<file path="config.mk">
export PLATFORM = sky130hd
export DESIGN_NAME = xt_peripherals
export DESIGN_NICKNAME = d
export VERILOG_FILES = /design/src/source/xt_periph_pkg.sv /design/src/source/board_registers.sv /design/src/source/ems_mapper.sv /design/src/source/io_decoder.sv /design/src/source/read_mux.sv /design/src/source/timer_clock_gen.sv /design/src/source/xt_peripherals.sv
export SDC_FILE = /design/constraint.sdc
export NUM_CORES = 1
export LEC_CHECK = 0
export ABC_AREA = 1
export ABC_CLOCK_PERIOD_IN_PS = 1900
export BUFFER_PORTS_ARGS = -buffer_cell sky130_fd_sc_hd__buf_2
export CORE_UTILIZATION = 38
export DETAILED_ROUTE_END_ITERATION = 10
export HOLD_SLACK_MARGIN = 0.06
export MAX_ROUTING_LAYER = met4
export PLACE_DENSITY = 0.54
export REMOVE_ABC_BUFFERS = 1
export SYNTH_ARGS = -nofsm -noshare
export SYNTH_HDL_FRONTEND = slang
export SYNTH_SLANG_ARGS = --single-unit
</file>
<file path="constraint.sdc">
create_clock -name clock -period 1.9 [get_ports clock]
set_clock_uncertainty 0.05 [all_clocks]
set_input_delay 0.38 -clock clock [delete_from_list [all_inputs] [get_ports clock]]
set_output_delay 0.38 -clock clock [all_outputs]
set_load 0.02 [all_outputs]
</file>
<file path="src/source/xt_periph_pkg.sv">
// Shared types for the XT peripheral glue
// Bus and select structs, EMS window enum, port addresses and reset values

package xt_periph_pkg;

    // Widths with a meaning on the board
    typedef logic [19:0] cpu_addr_t;
    typedef logic [7:0]  cpu_data_t;
    typedef logic [6:0]  ems_page_t;
    typedef logic [1:0]  ems_slot_t;

    // CPU side of the bus, strobes active low
    typedef struct packed {
        cpu_addr_t address;
        cpu_data_t data;
        logic      io_read_n;
        logic      io_write_n;
        logic      memory_read_n;
        logic      address_enable_n;
    } cpu_bus_t;

    // Decoded port selects, active high
    typedef struct packed {
        logic dma;
        logic dma_page;
        logic ems;
        logic lpt;
        logic tandy_page;
        logic nmi_mask;
    } io_select_t;

    // EMS frame base, setting 3 falls back to D000
    typedef enum logic [1:0] {
        EMS_WINDOW_A000 = 2'd0,
        EMS_WINDOW_C000 = 2'd1,
        EMS_WINDOW_D000 = 2'd2
    } ems_window_e;

    // Port addresses
    localparam logic [15:0] EMS_PORT_BASE   = 16'h0260;
    localparam logic [15:0] LPT_PORT        = 16'h0378;
    localparam logic [15:0] TANDY_PAGE_PORT = 16'h03DF;
    localparam logic [15:0] NMI_MASK_BASE   = 16'h00A0;

    // Latch values after reset
    localparam cpu_data_t LPT_RESET        = 8'hFF;
    localparam cpu_data_t NMI_MASK_RESET   = 8'hFF;
    localparam cpu_data_t TANDY_PAGE_RESET = 8'h00;

    // Bus values
    localparam cpu_data_t EMS_DISABLE_CODE = 8'hFF;
    localparam cpu_data_t EMS_MAP_LIMIT    = 8'h80;
    localparam cpu_data_t BUS_IDLE_DATA    = 8'hFF;

endpackage

</file>
<file path="src/source/board_registers.sv">
// Board latches
// Printer data, Tandy page register and NMI mask register

module board_registers (
    input  logic                      clock,
    input  logic                      reset,
    input  xt_periph_pkg::cpu_bus_t   bus_i,
    input  xt_periph_pkg::io_select_t select_i,
    output xt_periph_pkg::cpu_data_t  lpt_data_o,
    output xt_periph_pkg::cpu_data_t  tandy_page_o,
    output xt_periph_pkg::cpu_data_t  nmi_mask_o
);
    import xt_periph_pkg::*;

    logic io_write;

    assign io_write = ~bus_i.io_write_n;

    // Each latch loads the data byte on a write to its port
    always_ff @(posedge clock, posedge reset) begin
        if (reset) begin
            lpt_data_o   <= LPT_RESET;
            tandy_page_o <= TANDY_PAGE_RESET;
            nmi_mask_o   <= NMI_MASK_RESET;
        end else begin
            if (io_write & select_i.lpt) begin
                lpt_data_o <= bus_i.data;
            end

            // Page bits select the CPU and video banks of the Tandy memory
            if (io_write & select_i.tandy_page) begin
                tandy_page_o <= bus_i.data;
            end

            if (io_write & select_i.nmi_mask) begin
                nmi_mask_o <= bus_i.data;
            end
        end
    end

endmodule

</file>
<file path="src/source/ems_mapper.sv">
// EMS page mapper with four slots
// Two-stage write path, slot read-back value and memory window hits

module ems_mapper (
    input  logic                     clock,
    input  logic                     reset,
    input  xt_periph_pkg::cpu_bus_t  bus_i,
    input  logic                     ems_select_i,
    input  logic [1:0]               window_i,
    output xt_periph_pkg::cpu_data_t read_data_o,
    output logic [3:0]               bank_hit_o
);
    import xt_periph_pkg::*;

    logic       write_now;
    logic       code_disable;
    logic       code_map;
    logic       write_accept;
    logic       write_en_q;
    ems_slot_t  write_slot_q;
    ems_page_t  write_page_q;
    logic       write_ena_q;
    ems_page_t  map_q [4];
    logic [3:0] enable_q;
    ems_slot_t  read_slot;
    logic       io_cycle;
    logic [3:0] window_base;

    assign write_now    = ems_select_i & ~bus_i.io_write_n;
    assign code_disable = (bus_i.data == EMS_DISABLE_CODE);
    assign code_map     = (bus_i.data < EMS_MAP_LIMIT);

    // Bytes from 80h to FEh leave the slot alone
    assign write_accept = write_now & (code_disable | code_map);

    // First stage, slot and write enable
    always_ff @(posedge clock, posedge reset) begin
        if (reset) begin
            write_en_q   <= 1'b0;
            write_slot_q <= '0;
        end else begin
            write_en_q <= write_accept;
            if (write_accept) begin
                write_slot_q <= bus_i.address[1:0];
            end
        end
    end

    // First stage, decoded page and enable bit
    always_ff @(posedge clock) begin
        if (write_accept) begin
            write_page_q <= code_disable ? '1 : bus_i.data[6:0];
            write_ena_q  <= ~code_disable;
        end
    end

    // Second stage, map update
    always_ff @(posedge clock) begin
        if (write_en_q) begin
            map_q[write_slot_q] <= write_page_q;
        end
    end

    always_ff @(posedge clock, posedge reset) begin
        if (reset) begin
            enable_q <= '0;
        end else if (write_en_q) begin
            enable_q[write_slot_q] <= write_ena_q;
        end
    end

    // Read-back of the addressed slot
    assign read_slot   = bus_i.address[1:0];
    assign read_data_o = enable_q[read_slot] ? {1'b0, map_q[read_slot]} : BUS_IDLE_DATA;

    // Top nibble of the page frame
    always_comb begin
        case (ems_window_e'(window_i))
            EMS_WINDOW_A000: window_base = 4'hA;
            EMS_WINDOW_C000: window_base = 4'hC;
            default:         window_base = 4'hD;
        endcase
    end

    // Memory cycle whenever no io strobe is active
    assign io_cycle = ~bus_i.io_read_n | ~bus_i.io_write_n;

    // One 16 KB block per slot
    always_comb begin
        for (int n = 0; n < 4; n++) begin
            bank_hit_o[n] = ~io_cycle & enable_q[n]
                          & (bus_i.address[19:14] == {window_base, 2'(n)});
        end
    end

    // Slot in flight moves only together with a queued write
    assert property (@(posedge clock) disable iff (reset)
        !$stable(write_slot_q) |-> write_en_q)
        else $error("ems_mapper: write slot changed without a write");

endmodule

</file>
<file path="src/source/io_decoder.sv">
// Port address decoder
// Turns the CPU bus into one active-high select per register block

module io_decoder (
    input  xt_periph_pkg::cpu_bus_t   bus_i,
    input  logic                      ems_enabled_i,
    input  logic                      tandy_video_i,
    output xt_periph_pkg::io_select_t select_o
);
    import xt_periph_pkg::*;

    logic        port_cycle;
    logic [15:0] port;

    // Port access only with AEN low and an io strobe active
    assign port_cycle = ~bus_i.address_enable_n & (~bus_i.io_read_n | ~bus_i.io_write_n);
    assign port       = bus_i.address[15:0];

    always_comb begin
        select_o = '0;

        if (port_cycle) begin
            // Motherboard chips decode ten address lines only
            // 000h-01Fh for the DMA controller
            select_o.dma      = (port[9:5] == 5'b00000);
            // 080h-09Fh for the DMA page registers
            select_o.dma_page = (port[9:5] == 5'b00100);

            // Four EMS map ports at 260h-263h
            select_o.ems = ems_enabled_i & (port[15:2] == EMS_PORT_BASE[15:2]);

            select_o.lpt        = (port == LPT_PORT);
            select_o.tandy_page = (port == TANDY_PAGE_PORT);

            // NMI mask at A0h-A7h exists on the Tandy board only
            select_o.nmi_mask = tandy_video_i & (port[15:3] == NMI_MASK_BASE[15:3]);
        end

        // Port ranges do not overlap
        assert ($onehot0(select_o))
            else $error("io_decoder: more than one select active, port %h", port);
    end

endmodule

</file>
<file path="src/source/read_mux.sv">
// CPU read-back multiplexer
// Registered priority select of the EMS, printer and NMI mask bytes

module read_mux (
    input  logic                      clock,
    input  logic                      reset,
    input  xt_periph_pkg::cpu_bus_t   bus_i,
    input  xt_periph_pkg::io_select_t select_i,
    input  xt_periph_pkg::cpu_data_t  ems_data_i,
    input  xt_periph_pkg::cpu_data_t  lpt_data_i,
    input  xt_periph_pkg::cpu_data_t  nmi_mask_i,
    output xt_periph_pkg::cpu_data_t  data_o,
    output logic                      from_chipset_o
);
    import xt_periph_pkg::*;

    logic io_read;

    assign io_read = ~bus_i.io_read_n;

    // Priority order ems, lpt, nmi mask
    always_ff @(posedge clock, posedge reset) begin
        if (reset) begin
            data_o         <= '0;
            from_chipset_o <= 1'b0;
        end else if (io_read & select_i.ems) begin
            data_o         <= ems_data_i;
            from_chipset_o <= 1'b1;
        end else if (io_read & select_i.lpt) begin
            data_o         <= lpt_data_i;
            from_chipset_o <= 1'b1;
        end else if (io_read & select_i.nmi_mask) begin
            data_o         <= nmi_mask_i;
            from_chipset_o <= 1'b1;
        end else begin
            // Leave the bus to the rest of the system
            data_o         <= '0;
            from_chipset_o <= 1'b0;
        end
    end

    // No read strobe means the chipset releases the bus next clock
    assert property (@(posedge clock) disable iff (reset)
        bus_i.io_read_n |=> !from_chipset_o)
        else $error("read_mux: chipset drives the bus without a read");

endmodule

</file>
<file path="src/source/timer_clock_gen.sv">
// Timer clock generator
// Peripheral clock synchronizer, rising edge detect and divide by two

module timer_clock_gen (
    input  logic clock,
    input  logic reset,
    input  logic peripheral_clock_i,
    output logic timer_clock_o
);
    logic [1:0] sync_q;
    logic       sync_prev_q;
    logic       rise;

    // Two-flop synchronizer plus one flop for the edge detect
    always_ff @(posedge clock, posedge reset) begin
        if (reset) begin
            sync_q      <= '0;
            sync_prev_q <= 1'b0;
        end else begin
            sync_q      <= {sync_q[0], peripheral_clock_i};
            sync_prev_q <= sync_q[1];
        end
    end

    assign rise = sync_q[1] & ~sync_prev_q;

    // Half the peripheral clock rate for the 8253 counters
    always_ff @(posedge clock, posedge reset) begin
        if (reset) begin
            timer_clock_o <= 1'b0;
        end else if (rise) begin
            timer_clock_o <= ~timer_clock_o;
        end
    end

endmodule

</file>
<file path="src/source/xt_peripherals.sv">
// Top level of the XT peripheral glue
// Decoder, EMS mapper, board latches, timer clock and read-back mux

module xt_peripherals (
    input  logic                     clock,
    input  logic                     reset,
    input  xt_periph_pkg::cpu_bus_t  bus_i,
    input  logic                     ems_enabled_i,
    input  logic [1:0]               ems_window_i,
    input  logic                     tandy_video_i,
    input  logic                     peripheral_clock_i,
    output xt_periph_pkg::cpu_data_t data_o,
    output logic                     from_chipset_o,
    output logic                     dma_cs_n_o,
    output logic                     dma_page_cs_n_o,
    output logic [3:0]               ems_bank_hit_o,
    output xt_periph_pkg::cpu_data_t tandy_page_o,
    output logic                     timer_clock_o
);
    import xt_periph_pkg::*;

    io_select_t select;
    cpu_data_t  ems_read_data;
    cpu_data_t  lpt_data;
    cpu_data_t  nmi_mask;

    io_decoder u_io_decoder (
        .bus_i         (bus_i),
        .ems_enabled_i (ems_enabled_i),
        .tandy_video_i (tandy_video_i),
        .select_o      (select)
    );

    // Chip selects for the external bus arbiter
    assign dma_cs_n_o      = ~select.dma;
    assign dma_page_cs_n_o = ~select.dma_page;

    ems_mapper u_ems_mapper (
        .clock        (clock),
        .reset        (reset),
        .bus_i        (bus_i),
        .ems_select_i (select.ems),
        .window_i     (ems_window_i),
        .read_data_o  (ems_read_data),
        .bank_hit_o   (ems_bank_hit_o)
    );

    board_registers u_board_registers (
        .clock        (clock),
        .reset        (reset),
        .bus_i        (bus_i),
        .select_i     (select),
        .lpt_data_o   (lpt_data),
        .tandy_page_o (tandy_page_o),
        .nmi_mask_o   (nmi_mask)
    );

    timer_clock_gen u_timer_clock_gen (
        .clock              (clock),
        .reset              (reset),
        .peripheral_clock_i (peripheral_clock_i),
        .timer_clock_o      (timer_clock_o)
    );

    read_mux u_read_mux (
        .clock          (clock),
        .reset          (reset),
        .bus_i          (bus_i),
        .select_i       (select),
        .ems_data_i     (ems_read_data),
        .lpt_data_i     (lpt_data),
        .nmi_mask_i     (nmi_mask),
        .data_o         (data_o),
        .from_chipset_o (from_chipset_o)
    );

endmodule

</file>
Word-level counts from Yosys, hierarchy flattened
Memory sizes are Yosys's and may differ from the RTL's.
Index checks and enable logic that the tools add are counted.
{ "word_totals": {"ff_bits": 52, "ram_bits": 28, "inputBits": 39, "output_inout_bits": 24, "word_cells": 79, "mem_count": 1} }
{ "memory_table": {"columns": ["memory", "depth", "width", "rd", "rd_clocked_by_memory_dff", "write_ports", "line_no", "rtl"], "rows": [
  ["u_ems_mapper.map_q", 4, 7, 1, 0, 1, "ems_mapper.sv:23", "ems_page_t map_q [4];"]
]} }
{ "op_classes": {"magnitude_cmp": 4, "eq_ne": 11, "muxes": 16, "bitwise_logic": 31, "reduce_logical": 3} }
{ "op_table": {"columns": ["cell", "n"], "rows": [
  ["16-bit by 10-bit equality test with 1-bit output, second input constant", 2],
  ["8-bit 2-to-1 mux", 4],
  ["6-bit equality test", 4],
  ["1-bit bitwise AND", 20],
  ["14-bit by 8-bit equality test with 1-bit output, second input constant", 1],
  ["13-bit by 5-bit equality test with 1-bit output, second input constant", 1],
  ["1-bit NOT", 9],
  ["8-bit equality test, second input constant", 1],
  ["8-bit less-than comparator, second input constant", 1],
  ["1-bit 2-to-1 mux", 7],
  ["2-bit by 3-bit less-than comparator with 1-bit output, second input constant", 2],
  ["6-bit 2-to-1 mux", 1],
  ["3-bit case mux with 2 select lines", 1],
  ["5-bit by 3-bit equality test with 1-bit output, second input constant", 1],
  ["5-bit logical NOT", 1],
  ["4-bit bitwise mux", 1],
  ["1-bit binary-select mux with 2-bit select", 1],
  ["1-bit demux with 2-bit select", 1],
  ["2-bit by 1-bit equality test with 1-bit output, second input constant", 1],
  ["2-bit by 1-bit >= comparator with 1-bit output, second input constant", 1],
  ["2-bit logical NOT", 1],
  ["1-bit OR", 2],
  ["1-bit logical AND", 1]
]} }

Depth between registers and ports, before layout
Gate-level depths: netlist (run 1).
{ "depth": {"depth_word": 8, "depth_mapped": 10, "mapped_depth_nobuf": 10} }

Modules after synthesis
Synthesis (run 1) repeated with hierarchy kept, for this count alone.
{ "hier_totals": {"hier_cells": 414, "hier_area_um2": 3727.3} }
{ "modules_own_cells": {"columns": ["module", "instances", "cells_per_inst", "area_per_inst_um2", "seq_area_each_um2"], "rows": [
  ["ems_mapper", 1, 172, 1869.3, 1256.2],
  ["board_registers", 1, 106, 988.4, 620.6],
  ["read_mux", 1, 73, 526.8, 225.2],
  ["io_decoder", 1, 50, 207.7, 0.0],
  ["timer_clock_gen", 1, 11, 127.6, 100.1],
  ["xt_peripherals", 1, 2, 7.5, 0.0]
]} }

Least setup slack after synthesis (run 1)
No wires, ideal clock.
{ "synth_timing": {"path_type": "input-to-output", "startpoint": "in ems_window_i[1]", "endpoint": "out ems_bank_hit_o[0]", "t_arrival_ns": 1.373, "required_time_ns": 1.470, "slack_ns": 0.097, "stages": 6, "path_buffers": 0, "path_cell_list": "nor2_1 -> nor2_1 -> nand3b_1 -> nor2_1 -> nand2_1 -> nor3_1"} }
{ "synth_via": {"elab_chain_cells": 4, "elab_cells_between_ends": 5, "cone_classes": "eq/ne: 2; mux: 1; bitwise: 1; reduce/logical: 1"} }
{ "synth_rtl": {"columns": ["item", "line_no", "rtl"], "rows": [
  ["start: declaration", "xt_peripherals.sv:9", "input logic [1:0] ems_window_i,"],
  ["2-bit by 1-bit equality test with 1-bit output or 2-bit logical NOT (tied branches)", "ems_mapper.sv:78", "case (ems_window_e'(window_i))"],
  ["3-bit case mux with 2 select lines *", "ems_mapper.sv:78", null],
  ["6-bit equality test *", "ems_mapper.sv:92", "& (bus_i.address[19:14] == {window_base, 2'(n)});"],
  ["1-bit bitwise AND *", "ems_mapper.sv:92", null],
  ["end: declaration", "xt_peripherals.sv:16", "output logic [3:0] ems_bank_hit_o,"]
]} }
Mark *: on every way between the ends. The rest lies on a longest branch, timed or not.

Final worst setup path (run 1)
Same ends and word-level chain as after synthesis.

==> results.py, run 1 <==
metrics = {
    "grt": {
        "grt_usage_pct": 17.4,
        "grt_overflow": 0,
        "grt_max_degree": 28,
        "antenna_found_initial": 0,
        "grt_pass1_vias": 2642,
        "grt_pass1_wl_mm": 12.8,
    },
    "synth": {
        "synth_cell_types": 36,
        "synth_cells": 350,
        "ys_warn_count": 0,
        "yosys.area.top_type": "edfxtp_1",
        "netlist_area_sq_um": 3600,
        "avgSynthCellArea_sq_um": 10.3,
        "yosysSeqAreaShare_pct": 61.2,
        "synth_area_leaders": "edfxtp_1 (30%), dfrtp_1 (19%), dfstp_2 (12%)",
        "synth_top_area_share_pct": 30.0,
        "synth-seq-cells": 80,
    },
    "route": {
        "wl_per_cell_microns": 14.0,
        "drc": 0,
        "antenna_left": 0,
        "drt-initial-drc-count": 120,
        "via_per_inst": 4.89,
        "num_vias": 2653,
        "drt_wl_total_mm": 7.58,
        "firstDrtPassIters": 4,
    },
    "clocking": {
        "cts_buffer_depth": 2,
        "cts_root_buf": "clkbuf_8",
        "clock_sinks": 80,
        "clk_pin_slew_ns": 0.09,
        "postCtsSetupRepairBufs": 0,
        "cts_htree_levels": 3,
        "cts_tree": "yes",
        "cts_buffers": 9,
        "insertion_delay_ns": 0.35,
    },
    "final_layout": {
        "layout_common_cells": "nand2_1 (85), buf_2 (61), edfxtp_1 (36)",
        "nNetsFinal": 465,
        "num_antenna_cells": 0,
        "syn_to_final_growth_pct": 20.2,
        "layout-drive-gt1-share_pct": 35.0,
        "final_common_cell": "nand2_1",
    },
    "worst_setup_path": {
        "crit_type": "in2out",
        "crit_required_ns": 1.47,
        "critPathTopFamily": "simple AND/OR/NAND/NOR gates",
        "end_kind": "primary output",
        "critPathBufInv": 2,
        "reg2reg_from": "u_ems_mapper.write_slot_q[0]$_DFFE_PP0P_",
        "critPathMaxFanout": 4,
        "cp_slowest_stage_delay_ns": 0.19,
        "crit_path_frequent_cell": "buf_2",
        "regToRegSetupSlack_ns": 0.53,
        "path_cells": "buf_2, nor2_4, nor2_1, nand3b_1, nor2_2, nand2_1, nor3_1, buf_2",
        "startpoint": "ems_window_i[1]",
        "cp_slowest_cell": "buf_2",
        "cp.arrival_ns": 1.33,
        "startpoint_type": "primary input",
    },
    "power": {
        "peakVddDrop_mv": 0.391,
        "power_density_nw_per_um2": 748,
        "p_leak_uw": 0.00193,
    },
    "timing": {
        "postLayoutSetupSlackWorst_ns": 0.145,
        "fin_crit_ns": 1.76,
        "slew_violations": 0,
        "post-route-period-util_pct": 92.4,
        "rsz0062_at_grt": "no",
        "max_freq_mhz": 570,
        "tightestPinTransition_ns": 0.689,
        "maxSlewHeadroom_pct": 53.8,
        "tns_ns": 0,
        "finalSetupViolations": 0,
        "hold_violations": 0,
    },
    "placement": {
        "gp_congestion": 0.804,
        "port_buffers": 61,
        "dpl.hpwl_mm": 5.57,
        "dp_slack_ns": 0.0288,
    },
    "hold_path": {
        "hold_start": "peripheral_clock_i",
        "hp-class": "in2reg",
    },
    "floorplan": {
        "die_x_microns": 99.3,
        "die_h_microns": 99.3,
        "start_util_pct": 39.1,
        "fp-row-count": 35,
        "die_area_sq_um": 9870,
        "ios": 63,
        "core_area_sq_um": 9200,
    },
    "outcome": {
        "status": "complete, no violations",
    },
    "run": {
        "maxCapViolations": 0,
    },
}
==> sequential cells by signal, summed over array words and instances, names as in the netlist <==
name and flops:
u_board_registers.lpt_data_o 8, u_ems_mapper.write_en_q 1, u_ems_mapper.write_ena_q 1, u_read_mux.data_o 8
u_timer_clock_gen.timer_clock_o 1, u_board_registers.nmi_mask_o 8, u_ems_mapper.write_slot_q 2, u_read_mux.from_chipset_o 1
u_ems_mapper.map_q 28, u_timer_clock_gen.sync_q 2, u_timer_clock_gen.sync_prev_q 1, u_board_registers.tandy_page_o 8
u_ems_mapper.write_page_q 7, u_ems_mapper.enable_q 4
==> stage by stage <==
stage | hold WS [ns] | instance area (sq um) | total power (uW) | std cells | util, %
6_report | 0.0810 | 4330 | 3240 | 542 | 47.0
5_1_grt | 0.0611 | 4330 | 3380 | 542 | 47.0
2_1_floorplan | 0.281 | 3510 | 1980 | 334 | -
4_1_cts | 0.0668 | 4320 | 3280 | 542 | 46.9
3_5_place_dp | 0.293 | 4120 | 2100 | 525 | 44.8
3_3_place_gp | 0.283 | 4120 | 2090 | 525 | 44.8
==> cells by family after synthesis <==
logic type | after synthesis | synth area share (%)
flops | 80 | 61.2
simple gates | 165 | 23.0
buf+inv | 57 | 6.95
xor+xnor | 2 | 0.487
compound gates | 46 | 8.38
==> routing by layer <==
layer | wire [microns] | track usage, %
met2 | 3660 | 27.9
met3 | 225 | 3.09
met1 | 3550 | 22.2
met4 | 137 | 6.79
met5 | 0 | -
==> final cells by class <==
class                      instances  area [sq um]
timing repair buffer              81           483
tap                              111           139
clock inverter                     7          61.3
sequential                        80          2200
clock buffer                       9           124
multi-input combinational        213          1160
inverter                          41           159
fill                             876          4870
==> path summary, 6_finish.rpt <==
| kind | endpoint | depth (start not counted) |
|---|---|---|
| worst max register to register | u_ems_mapper.map_q[1][3]$_DFFE_PP_ | 3 |
| max in group asynchronous | u_board_registers.nmi_mask_o[2]$_DFFE_PP1P_ | 4 |
| worst min-delay path | u_timer_clock_gen.sync_q[0]$_DFF_PP0_ | 1 |
| worst min register to register | u_timer_clock_gen.sync_q[1]$_DFF_PP0_ | 0 |
| worst max-delay path | ems_bank_hit_o[0] | 8 |
| min in group asynchronous | u_read_mux.data_o[1]$_DFF_PP0_ | 3 |
==> synthesized netlist by cell type <==
cell type  count
a21oi_1       10
a21oi_2        1
a32o_1         7
and2_4         1
buf_2          1
buf_6          4
clkbuf_1      11
clkinv_4       1
dfrtp_1       28
dfstp_2       16
edfxtp_1      36
inv_1         33
inv_2          7
nand2_1       85
nand2_2        2
nand2_4        2
nand3_1       23
nand3_2        3
nand3_4        1
nand3b_1       1
nand3b_2       1
nand4_1       14
nor2_1        11
nor2_2         1
nor2_4         5
nor3_1         9
nor3_2         1
nor4_1         1
nor4_2         1
o211ai_1       1
o21ai_0        2
o21ai_1       17
o21ai_2        8
or2_1          1
or2_2          2
xnor2_1        2
==> what timing repair did <==
item / 4_1_cts / 5_1_grt
hold buffers: 1 / 0
hold endpoints to repair: 12 / 0
gates resized for setup: 0 / 3
setup endpoints to repair: 0 / 4
==> power by group <==
group / leakage, uW / internal, uW / switching (uW)
combinational: 0.000963 / 88.7 / 152
sequential: 0.000873 / 1810 / 7.75
clock: 0.0000971 / 503 / 672
Power figures use the tool's default switching activity.
==> inputs of run 2 (changes only) <==
--- a/config.mk
+++ b/config.mk
@@ -6,13 +6,13 @@
 export NUM_CORES = 1
 export LEC_CHECK = 0
 export ABC_AREA = 1
-export ABC_CLOCK_PERIOD_IN_PS = 1900
+export ABC_CLOCK_PERIOD_IN_PS = 1400
 export BUFFER_PORTS_ARGS = -buffer_cell sky130_fd_sc_hd__buf_2
-export CORE_UTILIZATION = 38
+export CORE_UTILIZATION = 30
 export DETAILED_ROUTE_END_ITERATION = 10
 export HOLD_SLACK_MARGIN = 0.06
 export MAX_ROUTING_LAYER = met4
-export PLACE_DENSITY = 0.54
+export PLACE_DENSITY = 0.46
 export REMOVE_ABC_BUFFERS = 1
 export SYNTH_ARGS = -nofsm -noshare
 export SYNTH_HDL_FRONTEND = slang
==> constraint.sdc (replaced) <==
create_clock -name clock -period 1.4 [get_ports clock]
set_clock_uncertainty 0.05 [all_clocks]
set_input_delay 0.28 -clock clock [delete_from_list [all_inputs] [get_ports clock]]
set_output_delay 0.28 -clock clock [all_outputs]
set_load 0.02 [all_outputs]
==> run 2 against run 1 <==
The flow now finishes with violations (design-rule violations, negative setup slack). Register-to-register slack got worse by 0.38 ns. Sequential share of layout area is 5.9 points lower. Clock power rose by 110%. Power increased by 65%. Sequential power grew 36%. Largest power group unchanged.
==> results.py, run 2 (synthesis gave the netlist of run 1 again) <==
metrics = {
    "outcome": {
        "status": "finished, violations left",
        "violations": "design-rule violations, negative setup slack",
    },
    "final_layout": {
        "layout-drive-gt1-share_pct": 41.3,
        "nNetsFinal": 499,
        "fillers": 1140,
        "syn_to_final_growth_pct": 35.8,
        "postLayoutCellArea_sq_um": 4890,
        "multi_input_comb_area_sq_um": 1200,
        "largest-register": "u_ems_mapper.map_q",
        "fin_util_pct": 42.3,
        "layout_common_cells": "nand2_1 (83), buf_2 (53), buf_4 (50)",
        "largest_register_ffs": 28,
        "num_antenna_cells": 0,
        "final_common_cell": "nand2_1",
        "seqCellArea_sq_um": 2200,
    },
    "timing": {
        "postLayoutSetupSlackWorst_ns": -0.102,
        "tightestPinTransition_ns": 0.298,
        "post-route-period-util_pct": 107,
        "maxSlewHeadroom_pct": 79.9,
        "tns_ns": -0.339,
        "hold_violations": 0,
        "finalSetupViolations": 4,
        "fin_crit_ns": 1.50,
        "slew_violations": 0,
        "rsz0062_at_grt": "yes",
        "max_freq_mhz": 666,
    },
    "placement": {
        "gp_congestion": 0.802,
        "dp_slack_ns": -0.275,
        "dpl.hpwl_mm": 6.37,
        "port_buffers": 61,
        "placed_area_sq_um": 4450,
    },
    "floorplan": {
        "die_area_sq_um": 12400,
        "ios": 63,
        "start_util_pct": 31.1,
        "die_h_microns": 112,
        "fp-row-count": 39,
        "die_x_microns": 112,
        "core_area_sq_um": 11600,
    },
    "clocking": {
        "cts_htree_levels": 3,
        "cts_root_buf": "clkbuf_16",
        "cts_buffer_depth": 2,
        "clock_sinks": 80,
        "cts_buffers": 9,
        "clk_pin_slew_ns": 0.05,
        "insertion_delay_ns": 0.33,
        "cts_tree": "yes",
    },
    "power": {
        "p_leak_uw": 0.00219,
        "power_density_nw_per_um2": 1090,
        "finalPower_uw": 5350,
        "peakVddDrop_mv": 0.740,
    },
    "grt": {
        "grt_overflow": 0,
        "grt_usage_pct": 15.1,
        "grt_max_degree": 45,
        "grt_pass1_vias": 2764,
        "grt_pass1_wl_mm": 14.1,
        "antenna_found_initial": 0,
    },
    "route": {
        "drc": 4,
        "via_per_inst": 4.55,
        "drt-initial-drc-count": 95,
        "wl_per_cell_microns": 14.2,
        "antenna_left": 0,
        "num_vias": 2768,
        "firstDrtPassIters": 7,
        "drt_wl_total_mm": 8.62,
    },
    "worst_setup_path": {
        "startpoint_type": "primary input",
        "critPathMaxFanout": 3,
        "crit_path_frequent_cell": "buf_2",
        "cp_slowest_stage_delay_ns": 0.30,
        "path_cells": "buf_2, buf_4, or2_2, nor3_1, buf_2",
        "crit_type": "in2out",
        "end_kind": "primary output",
        "cp.arrival_ns": 1.17,
        "crit_required_ns": 1.07,
        "cp_slowest_cell": "or2_2",
    },
    "hold_path": {
        "hp-class": "in2reg",
    },
    "run": {
        "maxCapViolations": 0,
    },
}
run 2: cell count changes in the layout (fill, tap and decap cells not counted), sizes merged:
| cell | previous run | this run |
|---|---|---|
| clkinv | 4 | 3 |
| clkinvlp | 0 | 1 |
| inv | 44 | 40 |
| bufinv | 0 | 2 |
| dlygate4sd3 | 1 | 2 |
| clkbuf | 9 | 11 |
| buf | 80 | 113 |
run 2: worst max-delay path, delay by kind of cell:
kind,cells,cell delay [ns]
buffers and inverters,3,0.42
AND/OR/NAND/NOR,2,0.47
run 2: path summary, 6_finish.rpt:
| check | depth (start not counted) | from | endpoint | slack, ns |
|---|---|---|---|---|
| min in group asynchronous | 4 | reset | u_timer_clock_gen.sync_q[1]$_DFF_PP0_ | 0.47 |
| setup / recovery | 5 | bus_i[27] | ems_bank_hit_o[1] | -0.10 |
| max in group asynchronous | 4 | reset | u_board_registers.nmi_mask_o[2]$_DFFE_PP1P_ | 0.56 |
| setup reg to reg | 9 | u_ems_mapper.enable_q[0]$_DFFE_PP0P_ | u_read_mux.data_o[2]$_DFF_PP0_ | 0.15 |
| hold reg to reg | 0 | u_timer_clock_gen.sync_q[0]$_DFF_PP0_ | u_timer_clock_gen.sync_q[1]$_DFF_PP0_ | 0.32 |
| hold / removal | 2 | bus_i[6] | u_ems_mapper.write_page_q[2]$_SDFFCE_PP1P_ | 0.19 |
run 2: per-stage QoR:
stage	cells	hold slack, ns
3_3_place_gp	589	0.281
2_1_floorplan	334	0.261
3_5_place_dp	589	0.283
4_1_cts	607	0.181
5_1_grt	608	0.194
6_report	608	0.194
run 2: area by class of cell:
| cell class | count | share of cell area [%] |
|---|---|---|
| Clock inverter | 5 | 1.66 |
| Timing Repair Buffer | 115 | 17.0 |
| Tap cell | 143 | 3.66 |
| Multi-Input combinational cell | 213 | 24.5 |
| Sequential cell | 80 | 45.1 |
| Clock buffer | 11 | 4.76 |
| Inverter | 41 | 3.35 |
run 2: power by group:
part	switching (uW)	internal (uW)	leakage, uW
logic	233	189	0.00116
registers	12.1	2470	0.000873
clock network	887	1560	0.000150
run 2: timing repair:
action,in CTS,in global routing
pin swaps,1,6
gates resized for setup,9,20
hold buffers,2,0
setup buffers,0,1
hold endpoints to repair,29,0
endpoints found under the setup margin,6,15
run 2: routing by layer:
metal | global-route usage, % | up-vias | wire (microns) | share of wire [%]
li1 | - | 1400 | - | -
met1 | 19.3 | 1330 | 4090 | 47
met2 | 24.5 | 30 | 4240 | 49
met3 | 2.89 | 8 | 195 | 2.3
met4 | 4.32 | 0 | 95 | 1.1
met5 | - | - | 0 | 0
